### src/source/prefetch_pkg.sv
package prefetch_pkg;

	// line geometry shared by the L2 and pmem sides
	localparam int addr_width = 32;
	localparam int line_width = 256;

	// byte address of a line
	typedef logic [addr_width-1:0] addr_t;

	// one full cache line
	typedef logic [line_width-1:0] line_t;

	// control machine states
	//   st_idle      waiting for an L2 request or an orb
	//   st_prefetch  pmem read for the entry at fill_index
	//   st_miss      L2 request forwarded to pmem
	//   st_check     tag compare result is looked at
	//   st_hit_resp  line returned from the buffer
	typedef enum logic [2:0] {
		st_idle     = 3'd0,
		st_prefetch = 3'd1,
		st_miss     = 3'd2,
		st_check    = 3'd3,
		st_hit_resp = 3'd4
	} ctrl_state_t;

endpackage

### src/source/prefetch_buffer.sv
module prefetch_buffer #(
	parameter int entries = 4
) (
	input logic clk,
	input logic prefetch_counter_reset,
	input logic fill,
	input logic arm,
	input logic invalidate,
	input logic serve_hit,
	input logic [$clog2(entries)-1:0] fill_index,
	input logic [$clog2(entries)-1:0] hit_index,
	input prefetch_pkg::line_t pmem_rdata,
	output logic [entries-1:0] ready_bits,
	output prefetch_pkg::line_t l2_rdata
);

	import prefetch_pkg::*;

	// prefetched line storage
	line_t lines [entries];

	always_ff @(posedge clk)
	begin
		if (fill)
			lines[fill_index] <= pmem_rdata;
	end

	// ready means the stored line matches pmem for that tag
	always_ff @(posedge clk)
	begin
		if (prefetch_counter_reset)
			ready_bits <= '0;
		else
		begin
			if (arm)
				ready_bits[fill_index] <= 1'b0;
			if (fill)
				ready_bits[fill_index] <= 1'b1;
			// write through makes the buffered copy stale
			if (invalidate)
				ready_bits[hit_index] <= 1'b0;
		end
	end

	// buffered line on a hit, pass-through from pmem on a miss
	assign l2_rdata = serve_hit ? lines[hit_index] : pmem_rdata;

	a_no_fill_invalidate_clash: assert property (
		@(posedge clk) disable iff (prefetch_counter_reset)
		!(fill && invalidate && (fill_index == hit_index))
	);

	// control only answers from the buffer when the entry was ready at check time
	a_hit_is_ready: assert property (
		@(posedge clk) disable iff (prefetch_counter_reset)
		serve_hit |-> ready_bits[hit_index]
	);

endmodule

### src/source/prefetch_control.sv
module prefetch_control #(
	parameter int entries = 4,
	parameter int grace_time = 20
) (
	input logic clk,
	input logic prefetch_counter_reset,
	input prefetch_pkg::addr_t orb,
	input logic prefetch_en,
	input prefetch_pkg::addr_t l2_address,
	input logic l2_read,
	input logic l2_write,
	input prefetch_pkg::line_t l2_wdata,
	output logic l2_resp,
	output prefetch_pkg::addr_t pmem_address,
	output logic pmem_read,
	output logic pmem_write,
	output prefetch_pkg::line_t pmem_wdata,
	input logic pmem_resp,
	input logic hit,
	input logic [$clog2(entries)-1:0] hit_index,
	input logic already_held,
	input logic [entries-1:0] ready_bits,
	output prefetch_pkg::addr_t tags [entries],
	output logic [entries-1:0] valid,
	output logic fill,
	output logic arm,
	output logic invalidate,
	output logic serve_hit,
	output logic [$clog2(entries)-1:0] fill_index
);

	import prefetch_pkg::*;

	localparam int index_width = $clog2(entries);
	// room for grace_time + 1 so the age saturates past the limit
	localparam int age_width = $clog2(grace_time + 2);

	ctrl_state_t state;
	ctrl_state_t next_state;
	logic [age_width-1:0] age;
	logic [index_width-1:0] next_index;
	logic l2_request;
	logic load_orb;
	logic young;
	logic refetch;

	assign l2_request = l2_read | l2_write;
	assign next_index = fill_index + index_width'(1);
	assign young = (age <= age_width'(grace_time));

	// new orb is taken only while the L2 side is quiet
	assign load_orb = (state == st_idle) && !l2_request && prefetch_en && !already_held;

	// entry at the pointer lost its data, either pre-empted or written
	assign refetch = valid[fill_index] && !ready_bits[fill_index];

	always_comb
	begin
		next_state = state;
		case (state)
			st_idle:
			begin
				if (l2_request)
					next_state = st_check;
				else if (load_orb || refetch)
					next_state = st_prefetch;
			end
			st_prefetch:
			begin
				// a finished read is kept even if a request just arrived
				if (pmem_resp)
					next_state = st_idle;
				else if (l2_request && young)
					next_state = st_check;
			end
			st_check:
			begin
				if (!l2_request)
					next_state = st_idle;
				else if (l2_read && hit && ready_bits[hit_index])
					next_state = st_hit_resp;
				else
					next_state = st_miss;
			end
			st_miss:
			begin
				if (pmem_resp)
					next_state = st_idle;
			end
			st_hit_resp:
			begin
				next_state = st_idle;
			end
			default:
			begin
				next_state = st_idle;
			end
		endcase
	end

	always_comb
	begin
		pmem_address = l2_address;
		pmem_read = 1'b0;
		pmem_write = 1'b0;
		l2_resp = 1'b0;
		fill = 1'b0;
		arm = 1'b0;
		invalidate = 1'b0;
		serve_hit = 1'b0;
		case (state)
			st_prefetch:
			begin
				pmem_address = tags[fill_index];
				pmem_read = 1'b1;
				fill = pmem_resp;
				// keep the stale line of a reused slot from hitting
				arm = !pmem_resp;
			end
			st_check:
			begin
				invalidate = l2_write && hit;
			end
			st_miss:
			begin
				pmem_read = l2_read;
				pmem_write = l2_write;
				l2_resp = pmem_resp;
			end
			st_hit_resp:
			begin
				l2_resp = 1'b1;
				serve_hit = 1'b1;
			end
			default:
			begin
			end
		endcase
	end

	// write data is only ever the L2 write line
	assign pmem_wdata = l2_wdata;

	always_ff @(posedge clk)
	begin
		if (prefetch_counter_reset)
		begin
			state <= st_idle;
			fill_index <= '0;
			valid <= '0;
			age <= '0;
		end
		else
		begin
			state <= next_state;
			if (load_orb)
			begin
				fill_index <= next_index;
				valid[next_index] <= 1'b1;
			end
			// age of the prefetch in flight
			if (state == st_prefetch)
			begin
				if (young)
					age <= age + age_width'(1);
			end
			else
				age <= '0;
		end
	end

	// tag of the slot just claimed by the pointer
	always_ff @(posedge clk)
	begin
		if (load_orb)
			tags[next_index] <= orb;
	end

	a_pmem_one_op: assert property (
		@(posedge clk) disable iff (prefetch_counter_reset)
		!(pmem_read && pmem_write)
	);

endmodule

### src/source/prefetch_lookup.sv
module prefetch_lookup #(
	parameter int entries = 4
) (
	input prefetch_pkg::addr_t tags [entries],
	input logic [entries-1:0] valid,
	input prefetch_pkg::addr_t l2_address,
	input prefetch_pkg::addr_t orb,
	output logic hit,
	output logic [$clog2(entries)-1:0] hit_index,
	output logic already_held
);

	localparam int index_width = $clog2(entries);

	logic [entries-1:0] l2_match;
	logic [entries-1:0] orb_match;

	// per-entry compares, only valid entries count
	always_comb
	begin
		for (int i = 0; i < entries; i++)
		begin
			l2_match[i] = valid[i] && (tags[i] == l2_address);
			orb_match[i] = valid[i] && (tags[i] == orb);
		end
	end

	// an orb that is already a tag must not be loaded a second time
	assign already_held = |orb_match;

	// lowest matching index wins
	always_comb
	begin
		hit = 1'b0;
		hit_index = '0;
		for (int i = entries - 1; i >= 0; i--)
		begin
			if (l2_match[i])
			begin
				hit = 1'b1;
				hit_index = index_width'(i);
			end
		end
	end

	// control never loads a duplicate tag, so two matches mean the
	// already_held path was bypassed
	always_comb
	begin
		assert ($onehot0(l2_match))
		else
			$error("lookup: more than one valid entry matches the L2 address");
	end

endmodule

### src/source/prefetcher.sv
module prefetcher #(
	parameter int entries = 4,
	parameter int grace_time = 20
) (
	input logic clk,
	input logic prefetch_counter_reset,
	// prefetch request
	input prefetch_pkg::addr_t orb,
	input logic prefetch_en,
	// L2 side
	input prefetch_pkg::addr_t l2_address,
	input logic l2_read,
	input logic l2_write,
	input prefetch_pkg::line_t l2_wdata,
	output prefetch_pkg::line_t l2_rdata,
	output logic l2_resp,
	// pmem side
	output prefetch_pkg::addr_t pmem_address,
	output logic pmem_read,
	output logic pmem_write,
	output prefetch_pkg::line_t pmem_wdata,
	input prefetch_pkg::line_t pmem_rdata,
	input logic pmem_resp
);

	import prefetch_pkg::*;

	localparam int index_width = $clog2(entries);

	addr_t tags [entries];
	logic [entries-1:0] valid;
	logic [entries-1:0] ready_bits;
	logic hit;
	logic [index_width-1:0] hit_index;
	logic already_held;
	logic [index_width-1:0] fill_index;
	logic fill;
	logic arm;
	logic invalidate;
	logic serve_hit;

	prefetch_lookup #(
		.entries(entries)
	) u_lookup (
		.tags(tags),
		.valid(valid),
		.l2_address(l2_address),
		.orb(orb),
		.hit(hit),
		.hit_index(hit_index),
		.already_held(already_held)
	);

	prefetch_control #(
		.entries(entries),
		.grace_time(grace_time)
	) u_control (
		.clk(clk),
		.prefetch_counter_reset(prefetch_counter_reset),
		.orb(orb),
		.prefetch_en(prefetch_en),
		.l2_address(l2_address),
		.l2_read(l2_read),
		.l2_write(l2_write),
		.l2_wdata(l2_wdata),
		.l2_resp(l2_resp),
		.pmem_address(pmem_address),
		.pmem_read(pmem_read),
		.pmem_write(pmem_write),
		.pmem_wdata(pmem_wdata),
		.pmem_resp(pmem_resp),
		.hit(hit),
		.hit_index(hit_index),
		.already_held(already_held),
		.ready_bits(ready_bits),
		.tags(tags),
		.valid(valid),
		.fill(fill),
		.arm(arm),
		.invalidate(invalidate),
		.serve_hit(serve_hit),
		.fill_index(fill_index)
	);

	prefetch_buffer #(
		.entries(entries)
	) u_buffer (
		.clk(clk),
		.prefetch_counter_reset(prefetch_counter_reset),
		.fill(fill),
		.arm(arm),
		.invalidate(invalidate),
		.serve_hit(serve_hit),
		.fill_index(fill_index),
		.hit_index(hit_index),
		.pmem_rdata(pmem_rdata),
		.ready_bits(ready_bits),
		.l2_rdata(l2_rdata)
	);

endmodule

### config.mk
export PLATFORM = sky130hd
export DESIGN_NAME = prefetcher
export DESIGN_NICKNAME = d
export VERILOG_FILES = /design/src/source/prefetch_pkg.sv /design/src/source/prefetch_buffer.sv /design/src/source/prefetch_control.sv /design/src/source/prefetch_lookup.sv /design/src/source/prefetcher.sv
export SDC_FILE = /design/constraint.sdc
export NUM_CORES = 2
export LEC_CHECK = 0
export BUFFER_PORTS_ARGS = -buffer_cell sky130_fd_sc_hd__buf_2
export CAP_MARGIN = 30
export CORE_AREA = 10 10 427 429
export CTS_CLUSTER_SIZE = 30
export DETAILED_ROUTE_END_ITERATION = 7
export DIE_AREA = 0 0 437 439
export PLACE_DENSITY_LB_ADDON = 0.12
export SYNTH_ARGS = -nofsm -noshare
export SYNTH_HDL_FRONTEND = slang
export SYNTH_SLANG_ARGS = --single-unit
export TNS_END_PERCENT = 5
### constraint.sdc
create_clock -name clk -period 19.7 [get_ports clk]
set_clock_uncertainty 0.15 [all_clocks]
set_input_delay 0.985 -clock clk [delete_from_list [all_inputs] [get_ports clk]]
set_output_delay 0.985 -clock clk [all_outputs]
set_load 0.02 [all_outputs]
==> results.json <==
{
  "grt_pass1_vias": 31560,
  "max_slew.worst_pin.slew_ps": 1039,
  "max_freq_mhz": 139.4,
  "critical_path.slowest_cell": "sky130_fd_sc_hd__buf_4",
  "timing.hold.ws_ps": 259.7,
  "synth-edff-count": 1152,
  "async_reset_ff_share_pct": 0,
  "detail_route.drc_violations": 0,
  "leakage_nw": 19.88,
  "yosysUniqueCellTypes": 58,
  "dr_total_vias": 32450,
  "post_route_cells_drive_above_1_share_pct": 23.04,
  "power.density_nw_per_um2": 99.10,
  "critical_path_required_ps": 18570,
  "rows": 153,
  "synth.yosys.seq_area_share_pct": 70.42,
  "crit_fanout": 61,
  "drt_first_iter_violations": 2822,
  "timing.setup.critical_path_class": "flip-flop to primary output",
  "worst_setup_hold_path_clk_slew_ps": 60,
  "multi_input_combinational_cell_area_um2": 11760,
  "tritoncts": "done",
  "synthesis.nets": 4178,
  "clock_tree.htree_level_count": 4,
  "cpMostUsedCell": "sky130_fd_sc_hd__buf_4",
  "setup.worst_path.start": "u_control.tags[2]",
  "synth.area.top_cells": "sky130_fd_sc_hd__edfxtp_1, sky130_fd_sc_hd__nand2_1, sky130_fd_sc_hd__a221oi_1",
  "timing.final.crit_share_pct": 36.42,
  "initial_core_util_pct": 28.62,
  "hold_viol": 0,
  "critical_path_arrival_ps": 6040,
  "core_area_um2": 173400,
  "ys_ff_latch": 1170,
  "finalWorstPathRequiredPeriod_ps": 7175,
  "peakVddDrop_mv": 0.08470,
  "gpl.final_weighted_congestion": 0.9879,
  "synth_area_um2": 49640,
  "synth.most_common_cell": "sky130_fd_sc_hd__edfxtp_1",
  "sequential_cell_area_um2": 34960,
  "synth_top_area_share_pct": 69.69,
  "worstSetupEndpointType": "primary output",
  "flow.area_growth_from_synthesis_pct": 16.96,
  "cts_resized": 0,
  "largest_net_degree_at_the_start_of_global_routing": 132,
  "cpPeakStageDelay_ps": 800,
  "timing.critical_path.from_type": "flip-flop",
  "finalMaxSlewViolations": 0,
  "wl_per_cell_um": 36.10,
  "report.final.setup_viol": 0,
  "synth-main-ff-cell": "sky130_fd_sc_hd__edfxtp_1",
  "clk-insertion-delay-late_ps": 790,
  "detail_route.vias_per_cell": 5.080,
  "reg_to_reg_startpoint": "u_control.state[1]",
  "cp_cell_sequence": "xor2_1 -> nor4_1 -> nand4_1 -> or3_4 -> nor4_4 -> buf_4 -> buf_4 -> buf_4 -> a221oi_1 -> a31oi_1 -> buf_2",
  "port-buffer-count": 616,
  "fin_nets": 4508,
  "tritoncts_sink_count": 1170,
  "syn-instance-count": 3590,
  "detailed_place_hpwl_um": 166600,
  "number_of_antenna_violations_at_the_first_check_in_global_routing": 99,
  "nFillCells": 17210,
  "gr-total-overflow": 0,
  "root_buffer": "sky130_fd_sc_hd__clkbuf_16",
  "relative_slew_slack_pct": 30.76,
  "ctsLongestPathBuffers": 3,
  "postCtsSetupBuffers": 0,
  "drv_cap": 0,
  "final.setup.tns_ps": 0,
  "global_route.usage.total_pct": 22.98,
  "ys_top_cells_by_count": "sky130_fd_sc_hd__edfxtp_1, sky130_fd_sc_hd__nand2_1, sky130_fd_sc_hd__nor2_1",
  "outcome": "finished clean",
  "yosysWarnings": 0,
  "die_height_um": 439,
  "drt_first_pass_iters": 5,
  "clock_buffer_count_from_cts": 141,
  "antenna_violating_nets_post_route": 0,
  "rsz0062_at_grt": "no",
  "holdCritStartpoint": "pmem_rdata[239]",
  "design.portCount": 1129,
  "chipWidth_um": 437,
  "hp-class": "input pin to flip-flop",
  "cts-hold-fix-buffers": 0,
  "grt_pass1_wl_um": 303500,
  "synth_area_per_cell_um2": 13.83,
  "finalWirelength_um": 230600,
  "synthDominantAreaCellType": "sky130_fd_sc_hd__edfxtp_1",
  "floorplan.die_area_um2": 191800
}
==> routing by layer <==
metal	GRT usage (%)	wire length, µm
met1	21.79	71960
met2	39.54	114500
met3	11.78	27760
met4	13.54	15920
met5	1.017	524
==> area by class of cell <==
class | instances | share of cell area (%)
clock buffers | 169 | 6.475
inverters | 12 | 0.07759
diodes | 23 | 0.09914
repair buffers | 669 | 6.281
flip-flops and latches | 1170 | 60.22
well taps | 2325 | 5.011
multi-input cells | 1926 | 20.25
clock inverters | 94 | 1.591
==> sequential cells by signal, summed over array words and instances (netlist names) <==
register and flops:
u_control.state 3, u_control.tags 128, u_control.valid 4, u_buffer.ready_bits 4, u_control.fill_index 2, u_buffer.lines 1024
u_control.age 5
==> cells by family after synthesis <==
| logic type | Yosys count | share of synthesized area, % |
|---|---|---|
| buffers and inverters | 494 | 6.017 |
| adders and majority gates | 6 | 0.1512 |
| xor gates and xnor gates | 253 | 4.464 |
| AOI/OAI and AO/OA | 559 | 8.397 |
| DFF | 1170 | 70.42 |
| muxes | 33 | 1.475 |
| and+or+nand+nor | 1075 | 9.075 |
==> stage by stage <==
stage | setup slack (ps) | util (%) | cell area (µm²) | power [W] | std cells
finish | 12530 | 33.47 | 58050 | 0.005753 | 6388
global route | 12240 | 33.46 | 58030 | 0.005944 | 6381
CTS | 12310 | 33.42 | 57970 | 0.005829 | 6364
detailed placement | 12530 | 30.72 | 53280 | 0.003187 | 6101
global placement | 12650 | 30.65 | 53160 | 0.003186 | 6095
floorplan | 11930 | - | 49640 | 0.003085 | 3590
==> cell usage in the layout, fill, tap and decap left out, types with 5 or more instances in the layout <==
cell,Yosys,routed
sky130_fd_sc_hd__diode_2,0,23
sky130_fd_sc_hd__buf_12,0,7
sky130_fd_sc_hd__nor4_1,51,51
sky130_fd_sc_hd__a211oi_1,5,5
sky130_fd_sc_hd__o21ai_0,11,11
sky130_fd_sc_hd__nand4_1,42,42
sky130_fd_sc_hd__nand3_1,16,16
sky130_fd_sc_hd__clkinv_1,0,34
sky130_fd_sc_hd__buf_4,269,41
sky130_fd_sc_hd__nor3_1,15,15
sky130_fd_sc_hd__xnor2_1,118,118
sky130_fd_sc_hd__edfxtp_1,1152,1152
sky130_fd_sc_hd__buf_2,43,617
sky130_fd_sc_hd__ha_1,6,6
sky130_fd_sc_hd__clkinv_2,0,30
sky130_fd_sc_hd__a21oi_1,11,11
sky130_fd_sc_hd__a221oi_1,256,256
sky130_fd_sc_hd__nand2_1,629,628
sky130_fd_sc_hd__clkinv_8,0,5
sky130_fd_sc_hd__clkinv_16,0,5
sky130_fd_sc_hd__dfxtp_1,18,16
sky130_fd_sc_hd__mux4_2,32,32
sky130_fd_sc_hd__inv_1,12,12
sky130_fd_sc_hd__and3_1,14,9
sky130_fd_sc_hd__clkbuf_1,150,20
sky130_fd_sc_hd__nand2b_1,8,8
sky130_fd_sc_hd__nor2_1,272,271
sky130_fd_sc_hd__clkinvlp_4,0,5
sky130_fd_sc_hd__clkbuf_16,0,145
sky130_fd_sc_hd__a31oi_1,260,260
sky130_fd_sc_hd__xor2_1,135,135
sky130_fd_sc_hd__bufinv_16,0,11
==> worst paths after layout <==
check | endpoint | slack (ps) | depth (start not counted)
worst max register to register | u_buffer.lines[2][99] | 15310 | 7
worst max-delay path | l2_rdata[152] | 12530 | 11
worst min-delay path | u_buffer.lines[1][239] | 260 | 1
worst min register to register | u_buffer.ready_bits[3] | 380 | 2
==> critical path: cells and delay by family (launching register included) <==
kind                   cells  cell delay (ps)
flip-flops                 1              510
AO/OA/AOI/OAI              2              610
XOR/XNOR                   1              220
buffers and inverters      4             2310
AND/OR/NAND/NOR            4             1440
==> report_power, final <==
group	leakage [nW]	total [W]	internal [W]	switching, W
logic	7.07	0.000346	0.0000993	0.000247
registers	10.5	0.00279	0.00277	0.0000121
clock network	2.28	0.00262	0.00152	0.00110
total	19.9	0.00575	0.00439	0.00136
(Power assumes the default switching activity.)
